**src/logic/alu_macros.svh**
```systemverilog
// ------------------------------------------------
// global sizes of the ALU data path and co-processor slots
// include in any file that needs the widths or timeout length
// ------------------------------------------------
`ifndef ALU_MACROS_SVH
`define ALU_MACROS_SVH

`define ALU_XLEN 32            // data path width
`define ALU_SHAMT_W 5          // shift amount width, log2 of xlen

// co-processor timeout, exception after about 2**bits cycles
`define ALU_CP_TIMEOUT_BITS 7

`define ALU_CP_NUM 2           // trigger bits, shifter + empty slot

`endif
```
**src/logic/alu_cp_pkg.sv**
```systemverilog
// ------------------------------------------------
// co-processor side types
// slot numbering, shifter FSM states and monitor state
// ------------------------------------------------
`include "alu_macros.svh"

package alu_cp_pkg;

    typedef enum logic [0:0] {
        SHIFT    = 1'd0,    // serial shifter
        RESERVED = 1'd1     // empty slot, never answers
    } cp_slot_e;

    typedef enum logic [1:0] {
        IDLE = 2'b00,
        RUN  = 2'b01,   // shifting
        DONE = 2'b10    // result held
    } shift_state_e;

    typedef struct packed {
        logic                          run;  // operation in flight
        logic                          fin;  // done seen last cycle
        logic                          exc;  // timeout exception
        logic [`ALU_CP_TIMEOUT_BITS:0] cnt;  // cycles since start
    } cp_mon_t;

endpackage

```
**src/logic/alu_ctrl_pkg.sv**
```systemverilog
// ------------------------------------------------
// control encodings of the ALU
// opcode select, shift function and comparator bit positions
// ------------------------------------------------
package alu_ctrl_pkg;

    // ------------------------------------------------
    // result select
    // ------------------------------------------------
    typedef enum logic [2:0] {
        ADD  = 3'b000,  // opa + opb
        SUB  = 3'b001,  // opa - opb
        CP   = 3'b010,  // co-processor result
        SLT  = 3'b011,  // set less than, signed/unsigned
        MOVB = 3'b100,  // pass operand b
        XOR  = 3'b101,  // rs1 ^ opb
        OR   = 3'b110,  // rs1 | opb
        AND  = 3'b111   // rs1 & opb
    } alu_op_e;

    // ------------------------------------------------
    // shifter function
    // ------------------------------------------------
    typedef enum logic [1:0] {
        SLL = 2'b00,    // logical left
        SRL = 2'b01,    // logical right
        SRA = 2'b10     // arithmetic right
    } shift_op_e;

    // comparator result bits
    localparam int cmp_eq_idx = 0;  // rs1 == rs2
    localparam int cmp_lt_idx = 1;  // rs1 < rs2

endpackage

```
**src/logic/cp_bus_if.sv**
```systemverilog
// ------------------------------------------------
// start/valid link between the ALU and one co-processor
// host drives operands and the start pulse, unit answers
// ------------------------------------------------
`timescale 1ns/1ns
`include "alu_macros.svh"

interface cp_bus_if;

    logic                    start;     // one-cycle trigger
    logic [`ALU_XLEN-1:0]    opa;       // data to shift
    logic [`ALU_SHAMT_W-1:0] shamt;     // shift amount
    alu_ctrl_pkg::shift_op_e shift_op;  // function
    logic [`ALU_XLEN-1:0]    res;       // zero unless a result is held
    logic                    valid;     // one-cycle done pulse

    modport host (
        output start, opa, shamt, shift_op,
        input  res, valid
    );

    modport unit (
        input  start, opa, shamt, shift_op,
        output res, valid
    );

endinterface

```
**src/logic/alu_top.sv**
```systemverilog
// ------------------------------------------------
// integer ALU with branch comparator and co-processor slots
// single-cycle ops are combinational, shifts run in slot 0
// ------------------------------------------------
`timescale 1ns/1ns
`include "alu_macros.svh"

module alu_top (
    input  logic                      clk_i,
    input  logic                      rstn_i,
    input  alu_ctrl_pkg::alu_op_e     alu_op_i,    // result select
    input  alu_ctrl_pkg::shift_op_e   shift_op_i,  // shifter function
    input  logic                      opa_pc_i,    // a = pc instead of rs1
    input  logic                      opb_imm_i,   // b = imm instead of rs2
    input  logic                      unsigned_i,  // unsigned compare/slt
    input  logic [`ALU_CP_NUM-1:0]    cp_trig_i,   // co-processor start
    input  logic                      trap_i,      // abort co-processors
    input  logic [`ALU_XLEN-1:0]      rs1_i,
    input  logic [`ALU_XLEN-1:0]      rs2_i,
    input  logic [`ALU_XLEN-1:0]      pc_i,
    input  logic [`ALU_XLEN-1:0]      imm_i,
    output logic [1:0]                cmp_o,       // eq / lt
    output logic [`ALU_XLEN-1:0]      res_o,
    output logic [`ALU_XLEN-1:0]      add_o,       // address result
    output logic                      exc_o,       // co-processor timeout
    output logic                      cp_done_o
);

    logic [`ALU_XLEN:0]                     cmp_rs1;    // extended for compare
    logic [`ALU_XLEN:0]                     cmp_rs2;
    logic [`ALU_XLEN-1:0]                   opa;
    logic [`ALU_XLEN-1:0]                   opb;
    logic [`ALU_XLEN:0]                     addsub_res;
    logic                                   sub;
    logic [`ALU_CP_NUM-1:0][`ALU_XLEN-1:0]  cp_result;  // zero unless held
    logic [`ALU_CP_NUM-1:0]                 cp_valid;
    logic [`ALU_XLEN-1:0]                   cp_res;

    cp_bus_if shift_bus ();

    // ------------------------------------------------
    // branch comparator
    // ------------------------------------------------
    assign cmp_rs1 = {rs1_i[`ALU_XLEN-1] & ~unsigned_i, rs1_i};
    assign cmp_rs2 = {rs2_i[`ALU_XLEN-1] & ~unsigned_i, rs2_i};

    assign cmp_o[alu_ctrl_pkg::cmp_eq_idx] = (rs1_i == rs2_i);
    assign cmp_o[alu_ctrl_pkg::cmp_lt_idx] = signed'(cmp_rs1) < signed'(cmp_rs2);

    // ------------------------------------------------
    // operands and adder
    // ------------------------------------------------
    assign opa = opa_pc_i  ? pc_i  : rs1_i;
    assign opb = opb_imm_i ? imm_i : rs2_i;
    assign sub = (alu_op_i == alu_ctrl_pkg::SUB) || (alu_op_i == alu_ctrl_pkg::SLT);

    alu_prefix_adder #(
        .width      (`ALU_XLEN)
    ) u_adder (
        .a_i        (opa),
        .b_i        (opb),
        .sub_i      (sub),
        .unsigned_i (unsigned_i),
        .sum_o      (addsub_res)
    );

    assign add_o = addsub_res[`ALU_XLEN-1:0];

    // ------------------------------------------------
    // result select
    // ------------------------------------------------
    always_comb begin
        unique case (alu_op_i)
            alu_ctrl_pkg::ADD,
            alu_ctrl_pkg::SUB:  res_o = addsub_res[`ALU_XLEN-1:0];
            alu_ctrl_pkg::CP:   res_o = cp_res;
            alu_ctrl_pkg::SLT:  res_o = {{(`ALU_XLEN-1){1'b0}}, addsub_res[`ALU_XLEN]};  // sign bit
            alu_ctrl_pkg::MOVB: res_o = opb;
            alu_ctrl_pkg::XOR:  res_o = rs1_i ^ opb;
            alu_ctrl_pkg::OR:   res_o = rs1_i | opb;
            alu_ctrl_pkg::AND:  res_o = rs1_i & opb;
        endcase
    end

    // ------------------------------------------------
    // co-processor slots
    // ------------------------------------------------
    assign shift_bus.start    = cp_trig_i[alu_cp_pkg::SHIFT];
    assign shift_bus.opa      = rs1_i;
    assign shift_bus.shamt    = opb[`ALU_SHAMT_W-1:0];  // low bits of b
    assign shift_bus.shift_op = shift_op_i;

    alu_cp_shifter u_shifter (
        .clk_i   (clk_i),
        .rstn_i  (rstn_i),
        .abort_i (trap_i),
        .bus     (shift_bus.unit)
    );

    assign cp_result[alu_cp_pkg::SHIFT]    = shift_bus.res;
    assign cp_valid[alu_cp_pkg::SHIFT]     = shift_bus.valid;
    assign cp_result[alu_cp_pkg::RESERVED] = '0;    // empty slot
    assign cp_valid[alu_cp_pkg::RESERVED]  = 1'b0;  // never answers

    always_comb begin
        cp_res = '0;
        for (int i = 0; i < `ALU_CP_NUM; i++) begin
            cp_res = cp_res | cp_result[i];  // idle slots give zero
        end
    end

    assign cp_done_o = |cp_valid;

    alu_cp_monitor u_monitor (
        .clk_i   (clk_i),
        .rstn_i  (rstn_i),
        .trig_i  (cp_trig_i),  // reserved bit only seen here
        .done_i  (cp_done_o),
        .abort_i (trap_i),
        .exc_o   (exc_o)
    );

endmodule

```
**src/logic/alu_cp_monitor.sv**
```systemverilog
// ------------------------------------------------
// co-processor watchdog
// raises exc_o when a started operation never reports done
// ------------------------------------------------
`timescale 1ns/1ns
`include "alu_macros.svh"

module alu_cp_monitor (
    input  logic                   clk_i,
    input  logic                   rstn_i,
    input  logic [`ALU_CP_NUM-1:0] trig_i,   // co-processor triggers
    input  logic                   done_i,   // any co-processor valid
    input  logic                   abort_i,  // trap
    output logic                   exc_o     // timeout exception
);

    alu_cp_pkg::cp_mon_t mon;

    always_ff @(posedge clk_i or negedge rstn_i) begin
        if (!rstn_i) begin
            mon <= '0;
        end else begin
            // timeout without finish, dropped by trap
            mon.exc <= mon.run & mon.cnt[`ALU_CP_TIMEOUT_BITS] & ~mon.fin & ~abort_i;
            mon.fin <= done_i;
            if (!mon.run) begin
                mon.cnt <= '0;
                if (|trig_i) begin
                    mon.run <= 1'b1;  // operation started
                end
            end else begin
                if (!mon.cnt[`ALU_CP_TIMEOUT_BITS]) begin
                    mon.cnt <= mon.cnt + 1'b1;  // holds at msb
                end
                if (mon.fin || abort_i) begin
                    mon.run <= 1'b0;  // finished or aborted
                end
            end
        end
    end

    assign exc_o = mon.exc;

endmodule

```
**src/logic/alu_cp_shifter.sv**
```systemverilog
// ------------------------------------------------
// bit-serial shift co-processor for sll, srl and sra
// one position per cycle, result after shamt+1 cycles
// ------------------------------------------------
`timescale 1ns/1ns
`include "alu_macros.svh"

module alu_cp_shifter (
    input  logic   clk_i,
    input  logic   rstn_i,
    input  logic   abort_i,   // trap, drop the operation
    cp_bus_if.unit bus
);

    alu_cp_pkg::shift_state_e state;
    logic [`ALU_SHAMT_W-1:0]  cnt;     // positions left to shift
    logic [`ALU_XLEN-1:0]     sreg;    // shift register
    alu_ctrl_pkg::shift_op_e  op;      // latched function
    logic                     accept;  // start taken this cycle
    logic                     done;    // last position reached

    assign accept = bus.start & ~abort_i & (state != alu_cp_pkg::RUN);  // busy ignores start
    assign done   = (state == alu_cp_pkg::RUN) && (cnt == '0);

    // ------------------------------------------------
    // control FSM
    // ------------------------------------------------
    always_ff @(posedge clk_i or negedge rstn_i) begin
        if (!rstn_i) begin
            state <= alu_cp_pkg::IDLE;
            cnt   <= '0;
        end else if (abort_i) begin
            state <= alu_cp_pkg::IDLE;  // trap
            cnt   <= '0;
        end else begin
            case (state)
                alu_cp_pkg::IDLE, alu_cp_pkg::DONE: begin
                    if (accept) begin
                        state <= alu_cp_pkg::RUN;
                        cnt   <= bus.shamt;
                    end
                end
                alu_cp_pkg::RUN: begin
                    if (cnt == '0) begin
                        state <= alu_cp_pkg::DONE;  // hold result
                    end else begin
                        cnt <= cnt - 1'b1;
                    end
                end
                default: state <= alu_cp_pkg::IDLE;
            endcase
        end
    end

    // ------------------------------------------------
    // data path
    // ------------------------------------------------
    always_ff @(posedge clk_i) begin
        if (accept) begin
            sreg <= bus.opa;
            op   <= bus.shift_op;
        end else if ((state == alu_cp_pkg::RUN) && (cnt != '0)) begin
            case (op)
                alu_ctrl_pkg::SLL: sreg <= {sreg[`ALU_XLEN-2:0], 1'b0};
                alu_ctrl_pkg::SRL: sreg <= {1'b0, sreg[`ALU_XLEN-1:1]};
                alu_ctrl_pkg::SRA: sreg <= {sreg[`ALU_XLEN-1], sreg[`ALU_XLEN-1:1]};  // keep sign
                default:           sreg <= sreg;
            endcase
        end
    end

    assign bus.valid = done;  // one cycle, RUN leaves next edge
    assign bus.res   = (done || (state == alu_cp_pkg::DONE)) ? sreg : '0;  // zero otherwise

endmodule

```
**src/logic/alu_prefix_adder.sv**
```systemverilog
// ------------------------------------------------
// parallel-prefix adder/subtracter
// operands extended by one bit, sum msb is the less-than flag
// ------------------------------------------------
`timescale 1ns/1ns
`include "alu_macros.svh"

module alu_prefix_adder #(
    parameter int width = `ALU_XLEN
) (
    input  logic [width-1:0] a_i,
    input  logic [width-1:0] b_i,
    input  logic             sub_i,       // a - b
    input  logic             unsigned_i,  // zero-extend instead of sign-extend
    output logic [width:0]   sum_o
);

    localparam int N   = width + 1;   // extended operand width
    localparam int LVL = $clog2(N);   // prefix levels

    logic [N-1:0]          a_ext;
    logic [N-1:0]          b_ext;
    logic [N-1:0]          hsum;      // bitwise half sum
    logic [LVL:0][N-1:0]   gen;       // group generate per level
    logic [LVL:0][N-1:0]   prp;       // group propagate per level

    // ------------------------------------------------
    // operand preparation
    // ------------------------------------------------
    assign a_ext = {a_i[width-1] & ~unsigned_i, a_i};
    assign b_ext = {b_i[width-1] & ~unsigned_i, b_i} ^ {N{sub_i}};  // invert for sub

    assign hsum = a_ext ^ b_ext;

    // position 0 is the carry-in, position i+1 is bit i
    assign gen[0] = {a_ext[N-2:0] & b_ext[N-2:0], sub_i};
    assign prp[0] = {hsum[N-2:0], 1'b0};

    // ------------------------------------------------
    // prefix tree, distance doubles per level
    // ------------------------------------------------
    generate
        for (genvar lvl = 1; lvl <= LVL; lvl++) begin : g_level
            localparam int D = 2 ** (lvl - 1);  // combine distance
            for (genvar i = 0; i < N; i++) begin : g_node
                if (i >= D) begin : g_merge
                    assign gen[lvl][i] = gen[lvl-1][i] | (prp[lvl-1][i] & gen[lvl-1][i-D]);
                    assign prp[lvl][i] = prp[lvl-1][i] & prp[lvl-1][i-D];
                end else begin : g_pass
                    assign gen[lvl][i] = gen[lvl-1][i];  // already complete
                    assign prp[lvl][i] = prp[lvl-1][i];
                end
            end
        end
    endgenerate

    // carry into bit i is the full group generate at position i
    assign sum_o = hsum ^ gen[LVL];

endmodule

```
**config.mk**
```make
export PLATFORM = sky130hd
export DESIGN_NAME = alu_top
export DESIGN_NICKNAME = d
export VERILOG_FILES = /design/src/logic/alu_cp_pkg.sv /design/src/logic/alu_ctrl_pkg.sv /design/src/logic/cp_bus_if.sv /design/src/logic/alu_top.sv /design/src/logic/alu_cp_monitor.sv /design/src/logic/alu_cp_shifter.sv /design/src/logic/alu_prefix_adder.sv
export VERILOG_INCLUDE_DIRS = /design/src /design/src/logic
export SDC_FILE = /design/constraint.sdc
export NUM_CORES = 1
export LEC_CHECK = 0
export BUFFER_PORTS_ARGS = -buffer_cell sky130_fd_sc_hd__buf_2
export CAP_MARGIN = 10
export CORE_AREA = 2 2 101 151
export DETAILED_ROUTE_END_ITERATION = 12
export DIE_AREA = 0 0 103 153
export GPL_TIMING_DRIVEN = 0
export PLACE_DENSITY = 0.94
export SLEW_MARGIN = 10
export SYNTH_ARGS = -nofsm -noshare
export SYNTH_HDL_FRONTEND = slang
export SYNTH_SLANG_ARGS = --single-unit
```
**constraint.sdc**
```tcl
create_clock -name clk_i -period 10.3 [get_ports clk_i]
set_input_delay 2.06 -clock clk_i [delete_from_list [all_inputs] [get_ports clk_i]]
set_output_delay 2.06 -clock clk_i [all_outputs]
set_load 0.01 [all_outputs]
```
==> impl_metrics.tcl <==
set metrics [dict create \
    synth_enable_flop_cells 34 \
    layout-drive-gt1-share_pct 19.3 \
    cts_htree_levels 2 \
    cts_made_buffers 5 \
    synth_async_sr_flop_share_pct 34.6 \
    cts_hold_buf 0 \
    status "finished, final reports clean" \
    cp.arrival_ns 7.11 \
    largest_family_of_logic_cells_by_synthesized_area "compound AO/OA/AOI/OAI gates" \
    fin_skew_ns 0.00939 \
    grt-ovfl-total 0 \
    detailed_place_hpwl_mm 25.1 \
    clkLatencyLatePin_ns 0.31 \
    synth_seq_cells 52 \
    cts_buffer_depth 2 \
    ff_latch_area_sq_um 1470 \
    p_leak_nw 4.99 \
    routed_via_density 6.55 \
    first_pass_iters 8 \
    yosys-top-cells-area "ha_1 19%, edfxtp_1 12%, inv_1 5.6%" \
    post_synth_instance_area_sq_um 8650 \
    design.core.area_sq_um 14500 \
    synth_area_leader_cell "ha_1" \
    peakVddDrop_v 0.0000900 \
    post_synth_num_cell_types 71 \
    fillers 1200 \
    final.min_clock_period_ns 9.17 \
    yosys_warnings 0 \
    crit_path_max_fanout 10 \
    final_cell_count_no_fill 1504 \
    clkSinkCount 52 \
    cts_post_setup_buffers_inserted 0 \
    yosys.area.top_type_share_pct 19.2 \
    cts.repair.resized 0 \
    detailroute.via_count 9855 \
    critPathSlowestCell "buf_1" \
    antenna_left 0 \
    grt_setup_unrepaired "false" \
    area.growth.synth_to_final_pct 16.8 \
    mean_instance_size_in_the_synthesized_netlist_sq_um 7.90 \
    vias_in_the_first_global_route 9918 \
    postSynth.topFlopCell "edfxtp_1" \
    timing.critical_path.required_ns 8.24 \
    dp.cells 1496 \
    post_synth_fa_ha_maj_area_fraction_pct 19.2 \
    actual_transition_at_the_worst_max_transition_pin_ns 1.09 \
    postSynthNetCount 1369 \
    boundaryPins 209 \
    finalSetupViolations 0 \
    final_cell_area_sq_um 10100 \
    floorplan.die_area_sq_um 15800 \
    placedInstanceArea_sq_um 9950 \
    yosys-mux-area-fraction_pct 7.35 \
    setup.worst_path.class "primary input to output port" \
    finalHoldViolCount 0 \
    grt_start_max_net_pins 26 \
    worstHoldPathType "flop to flop" \
    maxClockFrequency_mhz 109 \
    finalWeightedCongestion 1.03 \
    post_drt_wl_per_cell_microns 21.4 \
    maxcap_viol_count 0 \
    start_util_pct 59.8 \
    worst_path_setup_slack_after_routing_ns 1.13 \
    critical_path.max_stage_delay_ns 0.83 \
    power_per_cell_area_nw_per_um2 122 \
    endpoint_class_of_the_critical_path "output port" \
    ys_top_cells_by_count "133 x ha_1, 130 x inv_1, 119 x nand2_1" \
    clock_tree.root_cell "clkbuf_16" \
    synth-compound-area-share_pct 26.3 \
    nets 1581 \
    post-place-ws_ns 1.37 \
    multi_input_area_sq_um 6430 \
    grt_use_total_pct 40.4 \
    die-width_microns 103 \
    route.detailed.drc 0 \
    antenna_violations_before_repair 0 \
    syn-instance-count 1095 \
    placement_rows 54 \
    slew_viol_final 0 \
    synth_simple_gate_area_share_pct 14.6 \
    final_routed_wirelength_across_all_metal_layers_mm 32.2 \
    path_clk_slew_ns 0.08 \
    report.power.total_w 0.00124 \
    fin_setup_tns_ns 0 \
    cp-start-kind "primary input" \
    tritoncts_clock_tree "done" \
    global_route_wire_length_before_repair_mm 49.1 \
    max_slew_margin_pct 27.2 \
    buffer_ports.inserted 204 \
    synth-seq-area-share_pct 17.0 \
    drc_violation_total_after_the_first_tritonroute_iteration 1068 \
    n_antenna_cell 0 \
    die-height_microns 153 \
    final_min_period_over_clock_period_pct 89.0 \
    post-synth-top-count-cell "ha_1" \
    post_synth_xor_area_fraction_pct 6.79 \
    timing.critical_path.cells "buf_6 > clkbuf_1 > buf_1 > o21ai_1 > xnor2_1 > ha_1 > and4b_1 > o211ai_1 > nand3b_1 > a221oi_2 > o22ai_1 > o41a_1 > nor4b_1 > or3_1 > buf_2" \
]
[per-stage QoR]
step           util [%]  hold WS (ns)
2_1_floorplan         -         0.401
3_3_place_gp       68.6         0.409
3_5_place_dp       68.8         0.428
4_1_cts            69.9         0.439
5_1_grt            69.9         0.452
6_report           69.9         0.450
[power by group]
part           switching (W)  leakage (nW)  internal (W)
clock network      0.0000965        0.0767     0.0000943
logic               0.000453          4.35      0.000299
registers          0.0000295         0.563      0.000263
[state kept, by name (all words and copies together) (netlist names)]
register	count
u_shifter.state	2
u_monitor.exc_o	1
u_shifter.cnt	5
u_monitor.mon	10
u_shifter.sreg	32
u_shifter.op	2
[metal layers]
metal	global-route usage [%]	routed length, microns	up-vias
met3	8.23	3760	221
met4	33.3	3040	0
met1	44.7	10300	4496
li1	-	-	4351
met2	64.8	15100	787
met5	0	0	-
[layout by cell type (no fill, tap or decap), drive strengths merged, types with 4 or more instances in the layout]
cell	instances
xor2	14
or2	5
a221o	4
a211oi	6
and3	7
inv	134
a221oi	36
a21o	21
nand4	13
o21ai	75
mux2i	18
a21oi	96
nand3	13
o31ai	8
edfxtp	34
o21a	39
o21bai	7
o22ai	10
buf	218
xnor2	53
nor4	5
nor2	40
mux4	18
and2	11
a22o	8
a31oi	4
dfrtp	18
nand2	119
nand2b	11
ha	133
clkbuf	57
a22oi	11
nor2b	15
nor3	10
[final timing paths]
path                                         startpoint                            to  slack, ns  cells past startpoint
max                                           opb_imm_i                     res_o[24]       1.13                     15
min                          u_monitor.mon[9]$_DFF_PN0_     u_monitor.exc_o$_DFF_PN0_       0.45                      1
max reg2reg                u_shifter.cnt[0]$_DFFE_PN0P_  u_shifter.cnt[0]$_DFFE_PN0P_       7.72                      8
min reg2reg                  u_monitor.mon[9]$_DFF_PN0_     u_monitor.exc_o$_DFF_PN0_       0.45                      1
max in group asynchronous                        rstn_i  u_shifter.cnt[0]$_DFFE_PN0P_       8.36                      1
min in group asynchronous                        rstn_i  u_monitor.mon[0]$_DFFE_PN0P_       1.66                      1
[worst max-delay path: cells and delay by family]
kind / cells / cell delay (ns)
compound gates: 5 / 1.74
xor+xnor: 1 / 0.21
fa+ha+maj: 1 / 0.41
buf+inv: 4 / 1.64
simple gates: 4 / 1.03
[layout make-up]
cell class / count / area share, %
timing repair buffer: 205 / 10.3
tap: 196 / 2.43
multi-input combinational: 846 / 63.6
buffer: 65 / 2.63
clock inverter: 3 / 0.285
sequential: 52 / 14.6
clock buffer: 5 / 1.24
inverter: 132 / 4.91
[cell families after synthesis]
logic type | after synthesis
buffers and inverters | 197
xor gates and xnor gates | 67
muxes | 39
DFF | 52
adders and majority gates | 133
and+or+nand+nor | 262
AOI/OAI and AO/OA | 345
Power figures use the tool's default switching activity.
